## config.mk

```make
export PLATFORM = sky130hd
export DESIGN_NAME = cpu_top
export DESIGN_NICKNAME = d
export VERILOG_FILES = /design/src/verilog/cpu_pkg.sv /design/src/verilog/cpu_top.sv /design/src/verilog/datapath.sv /design/src/verilog/hazard_forward.sv /design/src/verilog/alu.sv /design/src/verilog/register_file.sv /design/src/verilog/control_unit.sv
export VERILOG_INCLUDE_DIRS = /design/src /design/src/include
export SDC_FILE = /design/constraint.sdc
export NUM_CORES = 1
export LEC_CHECK = 0
export BUFFER_PORTS_ARGS = -buffer_cell sky130_fd_sc_hd__buf_2
export CORE_ASPECT_RATIO = 0.75
export CORE_MARGIN = 2
export CORE_UTILIZATION = 35
export DETAILED_ROUTE_END_ITERATION = 8
export HOLD_SLACK_MARGIN = 0.02
export RECOVER_POWER = 25
export SLEW_MARGIN = 20
export SYNTH_ARGS = -nofsm -noshare
export SYNTH_HDL_FRONTEND = slang
export SYNTH_SLANG_ARGS = --single-unit
```

## constraint.sdc

```tcl
create_clock -name clk -period 9.8 [get_ports clk]
set_input_delay 0 -clock clk [delete_from_list [all_inputs] [get_ports clk]]
set_output_delay 0 -clock clk [all_outputs]
set_load 0.01 [all_outputs]
```

## src/include/cpu_settings.svh

```systemverilog
`ifndef CPU_SETTINGS_SVH
`define CPU_SETTINGS_SVH

// data and address width
`define CPU_WORD_SIZE 16

// general registers visible to software
// the register index type in the package is sized for this count
`define CPU_NUM_REGS 4

// first fetch address after reset
`define CPU_RESET_PC 0

// immediate field of I-type words, sign-extended to a full word
`define CPU_IMM_BITS 8

`endif
```

## src/verilog/cpu_pkg.sv

```systemverilog
`include "cpu_settings.svh"

package cpu_pkg;

	typedef logic [`CPU_WORD_SIZE-1:0] word_t;
	typedef logic [1:0] reg_idx_t;
	typedef logic [2:0] alu_op_t;
	typedef logic [1:0] branch_t;
	typedef logic       wb_sel_t;
	typedef logic [1:0] fwd_sel_t;

	// major opcodes, instruction bits 15..12
	localparam logic [3:0] OP_BNE   = 4'd0;
	localparam logic [3:0] OP_BEQ   = 4'd1;
	localparam logic [3:0] OP_ADI   = 4'd4;
	localparam logic [3:0] OP_LWD   = 4'd7;
	localparam logic [3:0] OP_SWD   = 4'd8;
	localparam logic [3:0] OP_JMP   = 4'd9;
	localparam logic [3:0] OP_RTYPE = 4'd15;

	// R-type func codes, bits 5..0
	localparam logic [5:0] FUNC_ADD = 6'd0;
	localparam logic [5:0] FUNC_SUB = 6'd1;
	localparam logic [5:0] FUNC_AND = 6'd2;
	localparam logic [5:0] FUNC_ORR = 6'd3;
	localparam logic [5:0] FUNC_WWD = 6'd28;
	localparam logic [5:0] FUNC_HLT = 6'd29;

	localparam alu_op_t ALU_ADD    = 3'd0;
	localparam alu_op_t ALU_SUB    = 3'd1;
	localparam alu_op_t ALU_AND    = 3'd2;
	localparam alu_op_t ALU_OR     = 3'd3;
	localparam alu_op_t ALU_PASS_B = 3'd4;

	localparam branch_t BR_NONE = 2'd0;
	localparam branch_t BR_NE   = 2'd1;
	localparam branch_t BR_EQ   = 2'd2;

	localparam wb_sel_t WB_ALU = 1'b0;
	localparam wb_sel_t WB_MEM = 1'b1;

	localparam fwd_sel_t FWD_REG = 2'd0;
	localparam fwd_sel_t FWD_MEM = 2'd1;
	localparam fwd_sel_t FWD_WB  = 2'd2;

endpackage

```

## src/verilog/cpu_top.sv

```systemverilog
`timescale 1ns/1ps

module cpu_top (
	input  logic           clk,
	input  logic           reset_n,
	output logic           read_m1,
	output cpu_pkg::word_t address1,
	input  cpu_pkg::word_t data1,
	input  logic           input_ready1,
	output logic           read_m2,
	output logic           write_m2,
	output cpu_pkg::word_t address2,
	output cpu_pkg::word_t wdata2,
	input  cpu_pkg::word_t rdata2,
	input  logic           input_ready2,
	input  logic           ack_output2,
	output cpu_pkg::word_t num_inst,
	output cpu_pkg::word_t output_port,
	output logic           is_halted
);

	// register file side of the datapath
	cpu_pkg::reg_idx_t rs_idx, rt_idx, wr_idx;
	cpu_pkg::word_t    rs_data, rt_data, wr_data;
	logic              wr_en;

	datapath u_datapath (.*);

	register_file u_register_file (.*);

endmodule

```

## src/verilog/datapath.sv

```systemverilog
`timescale 1ns/1ps
`include "cpu_settings.svh"

module datapath (
	input  logic              clk,
	input  logic              reset_n,
	output logic              read_m1,
	output cpu_pkg::word_t    address1,
	input  cpu_pkg::word_t    data1,
	input  logic              input_ready1,
	output logic              read_m2,
	output logic              write_m2,
	output cpu_pkg::word_t    address2,
	output cpu_pkg::word_t    wdata2,
	input  cpu_pkg::word_t    rdata2,
	input  logic              input_ready2,
	input  logic              ack_output2,
	output cpu_pkg::word_t    num_inst,
	output cpu_pkg::word_t    output_port,
	output logic              is_halted,
	output cpu_pkg::reg_idx_t rs_idx,
	output cpu_pkg::reg_idx_t rt_idx,
	input  cpu_pkg::word_t    rs_data,
	input  cpu_pkg::word_t    rt_data,
	output logic              wr_en,
	output cpu_pkg::reg_idx_t wr_idx,
	output cpu_pkg::word_t    wr_data
);

	// IF and ID
	cpu_pkg::word_t    pc, id_pc, id_instr;
	logic              id_valid, id_hold, load_stall, halt_ahead;
	logic              dec_reg_write, dec_use_rs, dec_use_rt, dec_alu_src_imm;
	logic              dec_jump, dec_mem_read, dec_mem_write, dec_wwd, dec_halt;
	cpu_pkg::alu_op_t  dec_alu_op;
	cpu_pkg::branch_t  dec_branch;
	cpu_pkg::wb_sel_t  dec_wb_sel;
	cpu_pkg::reg_idx_t dec_dest;

	// EX
	cpu_pkg::word_t    ex_pc, ex_instr, ex_rs_val, ex_rt_val;
	logic              ex_valid, ex_reg_write, ex_alu_src_imm, ex_jump;
	logic              ex_mem_read, ex_mem_write, ex_wwd, ex_halt;
	cpu_pkg::alu_op_t  ex_alu_op;
	cpu_pkg::branch_t  ex_branch;
	cpu_pkg::wb_sel_t  ex_wb_sel;
	cpu_pkg::reg_idx_t ex_dest;
	cpu_pkg::fwd_sel_t fwd_a, fwd_b;
	cpu_pkg::word_t    opnd_a, opnd_b, alu_b, alu_result, ex_imm, ex_target;
	logic              br_taken, redirect;

	// MEM
	cpu_pkg::word_t    mm_alu, mm_store;
	logic              mm_valid, mm_reg_write, mm_mem_read, mm_mem_write, mm_wwd, mm_halt;
	logic              mem_wait;
	cpu_pkg::wb_sel_t  mm_wb_sel;
	cpu_pkg::reg_idx_t mm_dest;

	// WB
	cpu_pkg::word_t    wb_alu, wb_mem_data, wb_store, wb_data;
	logic              wb_valid, wb_reg_write, wb_wwd, wb_halt, wb_commit, halted;
	cpu_pkg::wb_sel_t  wb_wb_sel;
	cpu_pkg::reg_idx_t wb_dest;

	control_unit u_control_unit (
		.instr(id_instr), .reg_write(dec_reg_write),
		.use_rs(dec_use_rs), .use_rt(dec_use_rt),
		.alu_src_imm(dec_alu_src_imm), .alu_op(dec_alu_op),
		.branch(dec_branch), .jump(dec_jump),
		.mem_read(dec_mem_read), .mem_write(dec_mem_write),
		.wb_sel(dec_wb_sel), .dest(dec_dest),
		.wwd(dec_wwd), .halt(dec_halt)
	);

	hazard_forward u_hazard_forward (
		.id_rs(id_instr[11:10]), .id_rt(id_instr[9:8]),
		.id_use_rs(id_valid & dec_use_rs), .id_use_rt(id_valid & dec_use_rt),
		.ex_dest(ex_dest), .ex_mem_read(ex_valid & ex_mem_read),
		.ex_rs(ex_instr[11:10]), .ex_rt(ex_instr[9:8]),
		.mem_dest(mm_dest), .mem_reg_write(mm_valid & mm_reg_write),
		.wb_dest(wb_dest), .wb_reg_write(wb_valid & wb_reg_write),
		.stall(load_stall), .fwd_a(fwd_a), .fwd_b(fwd_b)
	);

	alu u_alu (
		.a(opnd_a), .b(alu_b), .op(ex_alu_op), .branch(ex_branch),
		.result(alu_result), .taken(br_taken)
	);

	assign read_m1  = ~halted;
	assign address1 = pc;
	assign rs_idx   = id_instr[11:10];
	assign rt_idx   = id_instr[9:8];

	// an unanswered data access freezes every stage
	assign mem_wait = mm_valid & ((mm_mem_read & ~input_ready2) | (mm_mem_write & ~ack_output2));
	assign id_hold  = load_stall | ~input_ready1;
	// nothing younger than HLT may leave ID
	assign halt_ahead = (ex_valid & ex_halt) | (mm_valid & mm_halt) | (wb_valid & wb_halt) | halted;

	always_comb begin
		case (fwd_a)
			cpu_pkg::FWD_MEM: opnd_a = mm_alu;
			cpu_pkg::FWD_WB:  opnd_a = wb_data;
			default:          opnd_a = ex_rs_val;
		endcase
		case (fwd_b)
			cpu_pkg::FWD_MEM: opnd_b = mm_alu;
			cpu_pkg::FWD_WB:  opnd_b = wb_data;
			default:          opnd_b = ex_rt_val;
		endcase
	end

	assign ex_imm = {{(`CPU_WORD_SIZE-`CPU_IMM_BITS){ex_instr[`CPU_IMM_BITS-1]}},
		ex_instr[`CPU_IMM_BITS-1:0]};
	assign alu_b  = ex_alu_src_imm ? ex_imm : opnd_b;
	// JMP keeps the top PC bits, branches are PC relative
	assign ex_target = ex_jump ? {ex_pc[`CPU_WORD_SIZE-1:12], ex_instr[11:0]}
		: ex_pc + cpu_pkg::word_t'(1) + ex_imm;
	assign redirect = ex_valid & (ex_jump | br_taken);

	assign read_m2  = mm_valid & mm_mem_read;
	assign write_m2 = mm_valid & mm_mem_write;
	assign address2 = mm_alu;
	assign wdata2   = mm_store;

	assign wb_data   = (wb_wb_sel == cpu_pkg::WB_MEM) ? wb_mem_data : wb_alu;
	assign wb_commit = wb_valid & ~mem_wait;
	assign wr_en     = wb_commit & wb_reg_write;
	assign wr_idx    = wb_dest;
	assign wr_data   = wb_data;
	assign is_halted = halted;

	always_ff @(posedge clk) begin
		if (!reset_n) begin
			pc          <= cpu_pkg::word_t'(`CPU_RESET_PC);
			id_valid    <= 1'b0;
			ex_valid    <= 1'b0;
			mm_valid    <= 1'b0;
			wb_valid    <= 1'b0;
			num_inst    <= '0;
			output_port <= '0;
			halted      <= 1'b0;
		end else begin
			if (!mem_wait) begin
				if (redirect) begin
					pc <= ex_target;
				end else if (!id_hold && !halt_ahead) begin
					pc <= pc + cpu_pkg::word_t'(1);
				end
				// mispredict kills the two younger slots
				if (redirect || halt_ahead) begin
					id_valid <= 1'b0;
				end else if (!id_hold) begin
					id_valid <= 1'b1;
				end
				ex_valid <= id_valid & ~redirect & ~id_hold & ~halt_ahead;
				mm_valid <= ex_valid;
				wb_valid <= mm_valid;
			end
			if (wb_commit) begin
				num_inst <= num_inst + cpu_pkg::word_t'(1);
				if (wb_wwd) begin
					output_port <= wb_store;
				end
				if (wb_halt) begin
					halted <= 1'b1;
				end
			end
		end
	end

	// payload and control fields, qualified by the valid bits
	always_ff @(posedge clk) begin
		if (!mem_wait) begin
			if (!id_hold) begin
				id_pc    <= pc;
				id_instr <= data1;
			end
			ex_pc          <= id_pc;
			ex_instr       <= id_instr;
			ex_rs_val      <= rs_data;
			ex_rt_val      <= rt_data;
			ex_reg_write   <= dec_reg_write;
			ex_alu_src_imm <= dec_alu_src_imm;
			ex_alu_op      <= dec_alu_op;
			ex_branch      <= dec_branch;
			ex_jump        <= dec_jump;
			ex_mem_read    <= dec_mem_read;
			ex_mem_write   <= dec_mem_write;
			ex_wb_sel      <= dec_wb_sel;
			ex_dest        <= dec_dest;
			ex_wwd         <= dec_wwd;
			ex_halt        <= dec_halt;

			mm_alu       <= alu_result;
			// store data for SWD, the output value for WWD
			mm_store     <= ex_wwd ? opnd_a : opnd_b;
			mm_reg_write <= ex_reg_write;
			mm_mem_read  <= ex_mem_read;
			mm_mem_write <= ex_mem_write;
			mm_wb_sel    <= ex_wb_sel;
			mm_dest      <= ex_dest;
			mm_wwd       <= ex_wwd;
			mm_halt      <= ex_halt;

			wb_alu       <= mm_alu;
			wb_mem_data  <= rdata2;
			wb_store     <= mm_store;
			wb_reg_write <= mm_reg_write;
			wb_wb_sel    <= mm_wb_sel;
			wb_dest      <= mm_dest;
			wb_wwd       <= mm_wwd;
			wb_halt      <= mm_halt;
		end
	end

	a_rw_exclusive: assert property (@(posedge clk) disable iff (!reset_n)
		!(read_m2 && write_m2));

	// memory sees one steady request until it answers
	a_addr2_stable: assert property (@(posedge clk) disable iff (!reset_n)
		mem_wait |=> $stable(address2));

endmodule

```

## src/verilog/hazard_forward.sv

```systemverilog
`timescale 1ns/1ps

module hazard_forward (
	input  cpu_pkg::reg_idx_t id_rs,
	input  cpu_pkg::reg_idx_t id_rt,
	input  logic              id_use_rs,
	input  logic              id_use_rt,
	input  cpu_pkg::reg_idx_t ex_dest,
	input  logic              ex_mem_read,
	input  cpu_pkg::reg_idx_t ex_rs,
	input  cpu_pkg::reg_idx_t ex_rt,
	input  cpu_pkg::reg_idx_t mem_dest,
	input  logic              mem_reg_write,
	input  cpu_pkg::reg_idx_t wb_dest,
	input  logic              wb_reg_write,
	output logic              stall,
	output cpu_pkg::fwd_sel_t fwd_a,
	output cpu_pkg::fwd_sel_t fwd_b
);

	// load data only exists once the load reaches WB
	assign stall = ex_mem_read &&
		((id_use_rs && id_rs == ex_dest) || (id_use_rt && id_rt == ex_dest));

	// the younger producer in MEM shadows an older one in WB
	function automatic cpu_pkg::fwd_sel_t pick(input cpu_pkg::reg_idx_t src);
		if (mem_reg_write && mem_dest == src) begin
			return cpu_pkg::FWD_MEM;
		end
		if (wb_reg_write && wb_dest == src) begin
			return cpu_pkg::FWD_WB;
		end
		return cpu_pkg::FWD_REG;
	endfunction

	always_comb begin
		fwd_a = pick(ex_rs);
		fwd_b = pick(ex_rt);
	end

endmodule

```

## src/verilog/alu.sv

```systemverilog
`timescale 1ns/1ps

module alu (
	input  cpu_pkg::word_t   a,
	input  cpu_pkg::word_t   b,
	input  cpu_pkg::alu_op_t op,
	input  cpu_pkg::branch_t branch,
	output cpu_pkg::word_t   result,
	output logic             taken
);

	// sums and differences wrap at the word width
	always_comb begin
		case (op)
			cpu_pkg::ALU_ADD:    result = a + b;
			cpu_pkg::ALU_SUB:    result = a - b;
			cpu_pkg::ALU_AND:    result = a & b;
			cpu_pkg::ALU_OR:     result = a | b;
			cpu_pkg::ALU_PASS_B: result = b;
			default:             result = '0;
		endcase
	end

	// branch condition on the two forwarded register values
	always_comb begin
		case (branch)
			cpu_pkg::BR_NE: taken = (a != b);
			cpu_pkg::BR_EQ: taken = (a == b);
			default:        taken = 1'b0;
		endcase
	end

endmodule

```

## src/verilog/register_file.sv

```systemverilog
`timescale 1ns/1ps
`include "cpu_settings.svh"

module register_file (
	input  logic              clk,
	input  logic              reset_n,
	input  cpu_pkg::reg_idx_t rs_idx,
	input  cpu_pkg::reg_idx_t rt_idx,
	output cpu_pkg::word_t    rs_data,
	output cpu_pkg::word_t    rt_data,
	input  logic              wr_en,
	input  cpu_pkg::reg_idx_t wr_idx,
	input  cpu_pkg::word_t    wr_data
);

	cpu_pkg::word_t regs [`CPU_NUM_REGS];

	// a write in WB is visible to the ID read in the same cycle
	assign rs_data = (wr_en && wr_idx == rs_idx) ? wr_data : regs[rs_idx];
	assign rt_data = (wr_en && wr_idx == rt_idx) ? wr_data : regs[rt_idx];

	always_ff @(posedge clk) begin
		if (!reset_n) begin
			for (int i = 0; i < `CPU_NUM_REGS; i++) begin
				regs[i] <= '0;
			end
		end else if (wr_en) begin
			regs[wr_idx] <= wr_data;
		end
	end

	a_wr_idx_known: assert property (@(posedge clk) disable iff (!reset_n)
		wr_en |-> !$isunknown(wr_idx));

endmodule

```

## src/verilog/control_unit.sv

```systemverilog
`timescale 1ns/1ps

module control_unit (
	input  cpu_pkg::word_t    instr,
	output logic              reg_write,
	output logic              use_rs,
	output logic              use_rt,
	output logic              alu_src_imm,
	output cpu_pkg::alu_op_t  alu_op,
	output cpu_pkg::branch_t  branch,
	output logic              jump,
	output logic              mem_read,
	output logic              mem_write,
	output cpu_pkg::wb_sel_t  wb_sel,
	output cpu_pkg::reg_idx_t dest,
	output logic              wwd,
	output logic              halt
);

	always_comb begin
		// everything off is a no-op
		reg_write   = 1'b0;
		use_rs      = 1'b0;
		use_rt      = 1'b0;
		alu_src_imm = 1'b0;
		alu_op      = cpu_pkg::ALU_PASS_B;
		branch      = cpu_pkg::BR_NONE;
		jump        = 1'b0;
		mem_read    = 1'b0;
		mem_write   = 1'b0;
		wb_sel      = cpu_pkg::WB_ALU;
		dest        = instr[7:6];
		wwd         = 1'b0;
		halt        = 1'b0;

		case (instr[15:12])
			cpu_pkg::OP_RTYPE: begin
				case (instr[5:0])
					cpu_pkg::FUNC_ADD: alu_op = cpu_pkg::ALU_ADD;
					cpu_pkg::FUNC_SUB: alu_op = cpu_pkg::ALU_SUB;
					cpu_pkg::FUNC_AND: alu_op = cpu_pkg::ALU_AND;
					cpu_pkg::FUNC_ORR: alu_op = cpu_pkg::ALU_OR;
					default: ;
				endcase
				case (instr[5:0])
					cpu_pkg::FUNC_ADD, cpu_pkg::FUNC_SUB,
					cpu_pkg::FUNC_AND, cpu_pkg::FUNC_ORR: begin
						reg_write = 1'b1;
						use_rs    = 1'b1;
						use_rt    = 1'b1;
					end
					cpu_pkg::FUNC_WWD: begin
						use_rs = 1'b1;
						wwd    = 1'b1;
					end
					cpu_pkg::FUNC_HLT: halt = 1'b1;
					default: ;
				endcase
			end
			cpu_pkg::OP_BNE, cpu_pkg::OP_BEQ: begin
				use_rs = 1'b1;
				use_rt = 1'b1;
				branch = (instr[15:12] == cpu_pkg::OP_BNE) ? cpu_pkg::BR_NE : cpu_pkg::BR_EQ;
			end
			cpu_pkg::OP_ADI, cpu_pkg::OP_LWD, cpu_pkg::OP_SWD: begin
				// base plus offset, or register plus immediate
				use_rs      = 1'b1;
				alu_src_imm = 1'b1;
				alu_op      = cpu_pkg::ALU_ADD;
				dest        = instr[9:8];
				reg_write   = (instr[15:12] != cpu_pkg::OP_SWD);
				use_rt      = (instr[15:12] == cpu_pkg::OP_SWD);
				mem_write   = (instr[15:12] == cpu_pkg::OP_SWD);
				mem_read    = (instr[15:12] == cpu_pkg::OP_LWD);
				wb_sel      = (instr[15:12] == cpu_pkg::OP_LWD) ? cpu_pkg::WB_MEM : cpu_pkg::WB_ALU;
			end
			cpu_pkg::OP_JMP: jump = 1'b1;
			default: ;
		endcase
	end

endmodule

```

==> results of run 1 <==
[logic make-up (layout without fill, tap and decap cells)]
group | Yosys count | after routing | share of synthesized area
AO/OA/AOI/OAI | 369 | 369 | 0.1402
buffers and inverters | 149 | 301 | 0.03492
adder cells (fa/ha/maj) | 71 | 71 | 0.05512
flip-flops | 320 | 320 | 0.5484
multiplexers | 66 | 66 | 0.06529
XOR/XNOR | 49 | 49 | 0.02604
AND/OR/NAND/NOR | 475 | 475 | 0.1300
[how the worst max path moves through the flow]
stage                                         end  slack, ns
after detailed placement  u_datapath.address1[14]       4.06
after CTS                 u_datapath.address1[14]       3.99
after global placement    u_datapath.address1[14]       4.22
after global routing      u_datapath.address1[14]       3.59
final                     u_datapath.address1[14]       4.05
after floorplan           u_datapath.address2[15]       5.27
[critical path, stage by stage, from the launching register on]
cell and delay (ns):
edfxtp_1 1.07, mux2i_1 0.61, nand2_1 0.10, o21ai_1 0.10
o21ai_1 0.12, mux2i_1 0.43, inv_1 0.16, ha_1 0.35
nor4b_1 0.45, nand4_1 0.33, mux2i_1 0.23, o21a_1 0.52
nor3_1 0.60, nand2_1 0.16, o31ai_1 0.25, a22o_1 0.18
[cells in the final DEF (no fill, tap or decap), types with 5 or more instances in the layout]
cell type,instances
o22ai_1,11
nand2b_1,11
a21o_1,9
xor2_1,13
nand2_1,168
o21a_1,12
clkbuf_16,37
inv_1,61
or3_1,9
nor2b_1,9
a31oi_1,10
o21ai_0,73
nor4_1,5
nand4_1,9
o21ai_1,52
a21oi_1,88
o21bai_1,5
buf_2,69
xnor2_1,36
and2_1,22
ha_1,67
clkinv_1,6
a21boi_1,20
dfxtp_1,57
buf_4,13
o31ai_1,6
and3_1,12
mux4_2,33
nor3b_1,7
nor3_1,17
a211oi_1,23
edfxtp_1,263
nor2_1,159
clkbuf_1,60
clkinv_2,7
dlygate4sd3_1,35
a21boi_0,11
mux2i_1,31
o211ai_1,8
nand3_1,24
[through the flow]
| stage | total power (W) | worst slack (ns) | hold WS (ns) | utilization |
|---|---|---|---|---|
| 2_1_floorplan | 0.002008 | 5.268 | 0.09887 | - |
| 3_3_place_gp | 0.002177 | 4.221 | 0.1764 | 0.3819 |
| 3_5_place_dp | 0.002185 | 4.060 | 0.1788 | 0.3819 |
| 4_1_cts | 0.003543 | 3.993 | 0.04886 | 0.4149 |
| 5_1_grt | 0.003666 | 3.591 | 0.09734 | 0.4135 |
| 6_report | 0.003516 | 4.054 | 0.05416 | 0.4135 |
[cell type report]
class,count,area (sq um)
Fill cell,4424,27150
Multi-Input combinational cell,1030,6887
Clock inverter,16,165.2
Timing Repair Buffer,169,988.4
Clock buffer,49,1011
Tap cell,630,788.3
Inverter,67,259.0
Sequential cell,320,9039
[power groups by stage]
stage | clock [W] | combinational (W) | sequential, W
floorplan | 0 | 0.000359 | 0.00165
global placement | 0 | 0.000492 | 0.00169
detailed placement | 0 | 0.000500 | 0.00169
CTS | 0.00137 | 0.000513 | 0.00166
global route | 0.00143 | 0.000570 | 0.00167
finish | 0.00134 | 0.000515 | 0.00166
[routing by layer]
| layer | global-route usage | vias up | wire, um |
|---|---|---|---|
| li1 | - | 5716 | - |
| met1 | 0.2536 | 5780 | 20510 |
| met2 | 0.2649 | 403 | 18950 |
| met3 | 0.03740 | 56 | 2811 |
| met4 | 0.04881 | 0 | 850 |
| met5 | 0 | - | 0 |
==> flow_summary.json, run 1 <==
{
  "status": "finished with violations",
  "violations": "max-capacitance violations, max-slew violations",
  "synthFlopType": "edfxtp_1",
  "totalNegativeSetupSlack_ns": 0,
  "numCtsBuffers": 36,
  "clock_sinks": 320,
  "synth_edf_count": 263,
  "largest-register": "u_register_file.regs",
  "clockBufferDepth": 3,
  "ant_nets": 0,
  "clock_latency_ns": 0.56,
  "hpwl_um": 29560,
  "intPower_w": 0.002565,
  "post-cts-setup-buffers": 0,
  "rsz0062_at_grt": "false",
  "r2r_cells": 15,
  "pwr-share-seq": 0.472,
  "overflow": 0,
  "seq_area_frac_synth": 0.5484,
  "die_y_um": 191.9,
  "max_slew.worst_pin.slew_ns": 1.551,
  "ys_seq_elements": 320,
  "synthesis.area_sq_mm": 0.01648,
  "rr_endpoint": "u_datapath.address1[14]",
  "critPathLaunch": "u_datapath.wb_wb_sel",
  "clkTransAtPathRegs_ns": 0.06,
  "stdcell_count": 2281,
  "place_area_sq_mm": 0.01768,
  "drv_slew": 34,
  "viasPerCell": 5.241,
  "gp_congestion": 0.8951,
  "cp_max_fo": 27,
  "yosys-top-cells-count": "263 x edfxtp_1, 168 x nand2_1, 159 x nor2_1, 88 x a21oi_1, 73 x o21ai_0",
  "port_buffers": 120,
  "switching_share": 0.2705,
  "synth_cell_types": 77,
  "clock_skew_ns": 0.02856,
  "syn_to_final_growth_pct": 16.12,
  "fin_area_sq_mm": 0.01914,
  "drt-total-wl_um": 43120,
  "hold_end": "u_datapath.wb_valid",
  "fin_crit_sh": 0.5863,
  "setup_viol": 0,
  "path_class": "flop to flop",
  "cts_hold_buf": 35,
  "r2r_slack_ns": 4.05,
  "ioPinCount": 121,
  "synth.most_common_cell": "edfxtp_1",
  "min_path_type": "input pin to flop",
  "cts_tree": "built",
  "min_period_ns": 5.746,
  "maxCapViolations": 1,
  "arrival_ns": 6.25,
  "drt_pass1_iterations": 5,
  "post_synth.cell_area_avg_sq_um": 10.99,
  "leakagePower_nw": 7.259,
  "initial_core_util": 0.3561,
  "dieArea_sq_mm": 0.04886,
  "rows": 68,
  "route.detailed.drc": 0,
  "coreArea_sq_mm": 0.04628,
  "hold_viol": 0,
  "synth_top_area_share": 0.4792,
  "avgRoutedWirePerCell_um": 18.90,
  "grt_pass1_vias": 11070,
  "cellPowerDensity_mw_per_mm2": 183.7,
  "cts_resized": 0,
  "grt_pass1_wl_um": 65170,
  "yosys_warnings": 0,
  "fp.dieW_um": 254.6,
  "grt_usage": 0.1753,
  "async_flop_share": 0,
  "largest_reg_flops": 64,
  "netlist_instances": 1499,
  "cts-root-buf": "clkbuf_16",
  "slew_headroom": -0.03375,
  "min-delay-start": "reset_n",
  "cp-end-kind": "flop",
  "switching_power_w": 0.0009511,
  "max_freq_mhz": 174.0,
  "grt_max_degree": 71,
  "ir_worst_vdd_mv": 0.09945,
  "holdPathStages": 4,
  "vias": 11960,
  "antenna_found_initial": 1,
  "numPlacedInstances": 2181,
  "synth_fp_nets": 1606,
  "comb_power_share": 0.146,
  "insertedDiodeCount": 0,
  "drt_iter0_drc": 1120,
  "p_clk_frac": 0.382,
  "final_nets": 1731,
  "ys_top_cells_by_area": "edfxtp_1 48%, dfxtp_1 6.9%, ha_1 5.1%, mux4_2 4.5%, nand2_1 3.8%",
  "r2r_start": "u_datapath.wb_wb_sel",
  "startpoint_type": "flop",
  "htreeDepth": 2,
  "cp.required_ns": 10.31,
  "layout-drive-gt1-share": 0.1145,
  "synth_area_leader_cell": "edfxtp_1"
}
Note: power is estimated with default switching activity, not from simulation.
==> inputs of run 2 (changes only) <==
Clock period 9.8 ns to 5.5 ns, I/O delays scaled along.
==> flow_summary.json, run 2 (synthesis gave the netlist of run 1 again) <==
{
  "syn_to_final_growth_pct": 17.24,
  "cellPowerDensity_mw_per_mm2": 328.6,
  "critPathMostFrequentCell": "o21ai_1",
  "clockBufferDepth": 3,
  "final-seq-area_sq_mm": 0.009039,
  "leakagePower_nw": 7.365,
  "cp_top_family": "compound AO/OA/AOI/OAI gates",
  "cts_tree": "built",
  "grtUsageMet2": 0.2597,
  "final_nets": 1749,
  "antenna_found_initial": 0,
  "cts_resized": 0,
  "grt_pass1_vias": 11230,
  "viasPerCell": 5.254,
  "clkTransAtPathRegs_ns": 0.06,
  "fin_crit_sh": 0.9229,
  "grt_max_degree": 72,
  "insertedDiodeCount": 0,
  "holdPathStages": 4,
  "path_class": "flop to flop",
  "post-cts-setup-buffers": 0,
  "cp_num_cells": 16,
  "final_cell_mix": "263 x edfxtp_1, 168 x nand2_1, 159 x nor2_1",
  "dieArea_sq_mm": 0.04886,
  "drt_iter0_drc": 1019,
  "arrival_ns": 5.50,
  "max_freq_mhz": 197.0,
  "crit_chain": "xor2_1 > nor3_2 > buf_4 > nand2_1 > o21ai_0 > o21ai_1 > o21ai_1 > inv_1 > ha_1 > nor4_1 > nand4_1 > mux2i_1 > o21ai_1 > o22ai_1 > o211ai_1 > a22o_1",
  "fin_util": 0.4175,
  "clock_latency_ns": 0.54,
  "drt-total-wl_um": 43140,
  "ir_worst_vdd_mv": 0.1846,
  "whs_ns": 0.1244,
  "layout-drive-gt1-share": 0.1263,
  "maxCapViolations": 0,
  "grt_busiest_layer": "met1",
  "route.detailed.drc": 0,
  "worst_path_max_delay_cell": "o22ai_1",
  "slew_headroom": 0.2904,
  "fillerInstances": 4491,
  "ant_nets": 0,
  "coreArea_sq_mm": 0.04628,
  "use_met3": 0.03198,
  "fp.dieW_um": 254.6,
  "cts-root-buf": "clkbuf_16",
  "die_y_um": 191.9,
  "max_stage_delay_ns": 0.70,
  "avgRoutedWirePerCell_um": 18.76,
  "clock_skew_ns": 0.01671,
  "r2r_start": "u_datapath.wr_idx[0]",
  "rows": 68,
  "crit_buf_inv": 2,
  "largest-register": "u_register_file.regs",
  "grt_pass1_wl_um": 65660,
  "clock_sinks": 320,
  "initial_core_util": 0.3561,
  "ioPinCount": 121,
  "drv_slew": 0,
  "final_common_cell": "edfxtp_1",
  "hold_viol": 0,
  "cp-end-kind": "flop",
  "cp.required_ns": 5.92,
  "overflow": 0,
  "multi_input_area_sq_mm": 0.006897,
  "fin_area_sq_mm": 0.01932,
  "setup_viol": 0,
  "min_period_ns": 5.076,
  "vias": 12090,
  "gp_congestion": 0.8699,
  "rsz0062_at_grt": "false",
  "cp_max_fo": 32,
  "gr-usage-met1": 0.2600,
  "largest_reg_flops": 64,
  "totalNegativeSetupSlack_ns": 0,
  "grt_usage": 0.1749,
  "startpoint_type": "flop",
  "min-delay-start": "reset_n",
  "port_buffers": 120,
  "pre_cts_ws_ns": 0.4971,
  "r2r_cells": 16,
  "hpwl_um": 30470,
  "min_path_type": "input pin to flop",
  "max_slew.worst_pin.slew_ns": 1.061,
  "status": "complete, no violations",
  "place_area_sq_mm": 0.01781,
  "drt_pass1_iterations": 7,
  "setup_slack_ns": 0.4238,
  "numCtsBuffers": 36,
  "critPathLaunch": "u_datapath.wr_idx[0]",
  "htreeDepth": 2
}
==> run 2: layer usage <==
layer  wire length (um)  vias up  part of all wire
met5                  0        -                 0
met4               1060        0             0.025
met3               2859       67             0.066
met2              18580      392              0.43
met1              20640     5858              0.48
li1                   -     5768                 -
==> run 2: area by class of cell <==
class / instances / share of cell area
clock buffer: 53 / 0.05413
clock inverter: 13 / 0.007447
inverter: 67 / 0.01340
multi-input combinational: 1030 / 0.3569
sequential: 320 / 0.4678
tap: 630 / 0.04080
timing repair buffer: 187 / 0.05951
==> run 2: final timing paths <==
path,endpoint,slack [ns]
hold / removal,u_datapath.wb_valid,0.12
setup reg to reg,u_datapath.address1[15],0.42
hold reg to reg,u_datapath.ex_pc[9],0.42
setup / recovery,u_datapath.address1[15],0.42
==> run 2: power by group <==
| group | leakage (nW) | internal, W | switching [W] | total, W |
|---|---|---|---|---|
| clock network | 0.583 | 0.00143 | 0.000992 | 0.00242 |
| registers | 3.31 | 0.00281 | 0.000144 | 0.00295 |
| logic | 3.47 | 0.000394 | 0.000582 | 0.000977 |
==> run 2: per-stage QoR <==
step	instances	total power [W]
6_report	2300	0.006349
5_1_grt	2300	0.006605
4_1_cts	2299	0.006387
3_5_place_dp	2198	0.003942
3_3_place_gp	2198	0.003929
2_1_floorplan	1499	0.003578
==> run 2: repair_timing <==
action,in CTS,in global routing
hold buffers,35,0
hold endpoints to repair,38,0
endpoints found under the setup margin,0,0
==> run 2: tightest hold or removal path: cells and delay by family <==
| family | cells | cell delay, ns |
|---|---|---|
| buffers and inverters | 2 | 0.43 |
| and+or+nand+nor | 1 | 0.14 |
| AOI/OAI and AO/OA | 1 | 0.04 |
==> inputs of run 3 (changes only) <==
Settings changed: CORE_MARGIN 2 to unset, CORE_UTILIZATION 35 to 45, SETUP_SLACK_MARGIN set to 0.5.
==> flow_summary.json, run 3 (synthesis gave the netlist of run 1 again) <==
{
  "hpwl_um": 29550,
  "m1WireLength_um": 20820,
  "grt_pass1_vias": 11330,
  "status": "finished with violations",
  "fp.dieW_um": 223.0,
  "clock_latency_ns": 0.53,
  "final_common_cell": "edfxtp_1",
  "ioPinCount": 121,
  "min_period_ns": 4.808,
  "cts-root-buf": "clkbuf_16",
  "finalPower_w": 0.006214,
  "viasPerCell": 5.695,
  "setup_viol": 0,
  "final_cell_mix": "263 x edfxtp_1, 168 x nand2_1, 159 x nor2_1",
  "top_layer_used": "met4",
  "stdcell_count": 2135,
  "route.detailed.drc": 0,
  "holdPathStages": 2,
  "cts_tree": "built",
  "clock_sinks": 320,
  "cellPowerDensity_mw_per_mm2": 326.0,
  "r2r_start": "u_datapath.wr_idx[0]",
  "drt-total-wl_um": 42750,
  "grt_pass1_wl_um": 65740,
  "syn_to_final_growth_pct": 15.66,
  "hold_viol": 0,
  "post-cts-setup-buffers": 0,
  "numCtsBuffers": 34,
  "drt_pass1_iterations": 7,
  "arrival_ns": 5.23,
  "min-delay-start": "rdata2[3]",
  "largest_reg_flops": 64,
  "die_y_um": 167.7,
  "leakagePower_nw": 7.340,
  "grt_usage": 0.2278,
  "numPlacedInstances": 2039,
  "whs_ns": 0.1740,
  "initial_core_util": 0.4583,
  "clock_skew_ns": 0.01778,
  "drt_iter0_drc": 964,
  "gp_congestion": 0.8901,
  "cp_max_fo": 19,
  "port_buffers": 120,
  "clkTransAtPathRegs_ns": 0.06,
  "startpoint_type": "flop",
  "vias": 12160,
  "max_freq_mhz": 208.0,
  "rows": 60,
  "path_class": "flop to flop",
  "fin_area_sq_mm": 0.01906,
  "place_area_sq_mm": 0.01764,
  "wl_met2_um": 18120,
  "fin_crit_sh": 0.8743,
  "insertedDiodeCount": 0,
  "cp.required_ns": 5.92,
  "dr_wl_met3_um": 3039,
  "totalNegativeSetupSlack_ns": 0,
  "drv_slew": 34,
  "largest-register": "u_register_file.regs",
  "final_nets": 1752,
  "ir_worst_vdd_mv": 0.1741,
  "violations": "max-capacitance violations, max-slew violations",
  "slew_headroom": -0.03922,
  "rr_endpoint": "u_datapath.address1[0]",
  "coreArea_sq_mm": 0.03596,
  "ant_nets": 0,
  "hold_end": "u_datapath.wb_mem_data[3]",
  "rsz0062_at_grt": "true",
  "layout-drive-gt1-share": 0.1299,
  "overflow": 0,
  "min_path_type": "input pin to flop",
  "clockBufferDepth": 3,
  "r2r_cells": 17,
  "htreeDepth": 2,
  "grt_max_degree": 70,
  "max_slew.worst_pin.slew_ns": 1.559,
  "dieArea_sq_mm": 0.03740,
  "antenna_found_initial": 0,
  "maxCapViolations": 1,
  "r2r_slack_ns": 0.69,
  "cp-end-kind": "flop",
  "avgRoutedWirePerCell_um": 20.03
}
## run 3: final cells by class
type / instances / area (sq um)
clock buffer: 44 / 919.6
clock inverter: 17 / 183.9
fill: 3229 / 16900
inverter: 67 / 259.0
multi-input combinational: 1030 / 6910
sequential: 320 / 9039
tap: 465 / 581.8
timing repair buffer: 192 / 1169
## run 3: critical path: stages, from the launching register on
cell and delay (ns):
edfxtp_1 0.53, xor2_1 0.22, nor3_2 0.17, buf_4 0.25
buf_4 0.25, nor2_1 0.06, a211oi_1 0.40, a21oi_1 0.16
inv_1 0.12, ha_1 0.32, nor4b_1 0.39, nand4_1 0.34
mux2i_1 0.24, o211a_2 0.33, a31oi_4 0.48, nor3_1 0.09
a21o_1 0.17, o21a_1 0.17
## run 3: stage by stage
step | setup slack [ns] | util
after global placement | 0.7593 | 0.4907
after global routing | 0.4973 | 0.5301
after CTS | 0.6434 | 0.5311
after floorplan | 0.9682 | -
final | 0.6915 | 0.5301
after detailed placement | 0.6675 | 0.4907
## run 3: worst max-delay path by stage
stage,startpoint,end,cells after the start
2_1_floorplan,u_datapath.wr_idx[0],u_datapath.address2[15],18
3_3_place_gp,u_datapath.wr_idx[0],u_datapath.address1[0],17
3_5_place_dp,u_datapath.wr_idx[0],u_datapath.address1[0],17
4_1_cts,u_datapath.wr_idx[0],u_datapath.address1[0],17
5_1_grt,u_datapath.wr_idx[0],u_datapath.address1[5],18
6_report,u_datapath.wr_idx[0],u_datapath.address1[0],17
## run 3: report_power, final
group	internal (W)	leakage (nW)	switching, W
Combinational	0.000396	3.49	0.000580
Sequential	0.00281	3.31	0.000138
Clock	0.00133	0.536	0.000959
## run 3: per-layer routing
layer | global-route usage | up-vias
met3 | 0.04001 | 51
met5 | 0 | -
li1 | - | 5767
met2 | 0.3303 | 431
met1 | 0.3507 | 5909
met4 | 0.05637 | 0
## run 3: timing repair
item                       4_1_cts  5_1_grt
setup endpoints to repair        0       12
hold endpoints to repair        38        0
hold buffers                    35        0
resized for setup                0        5
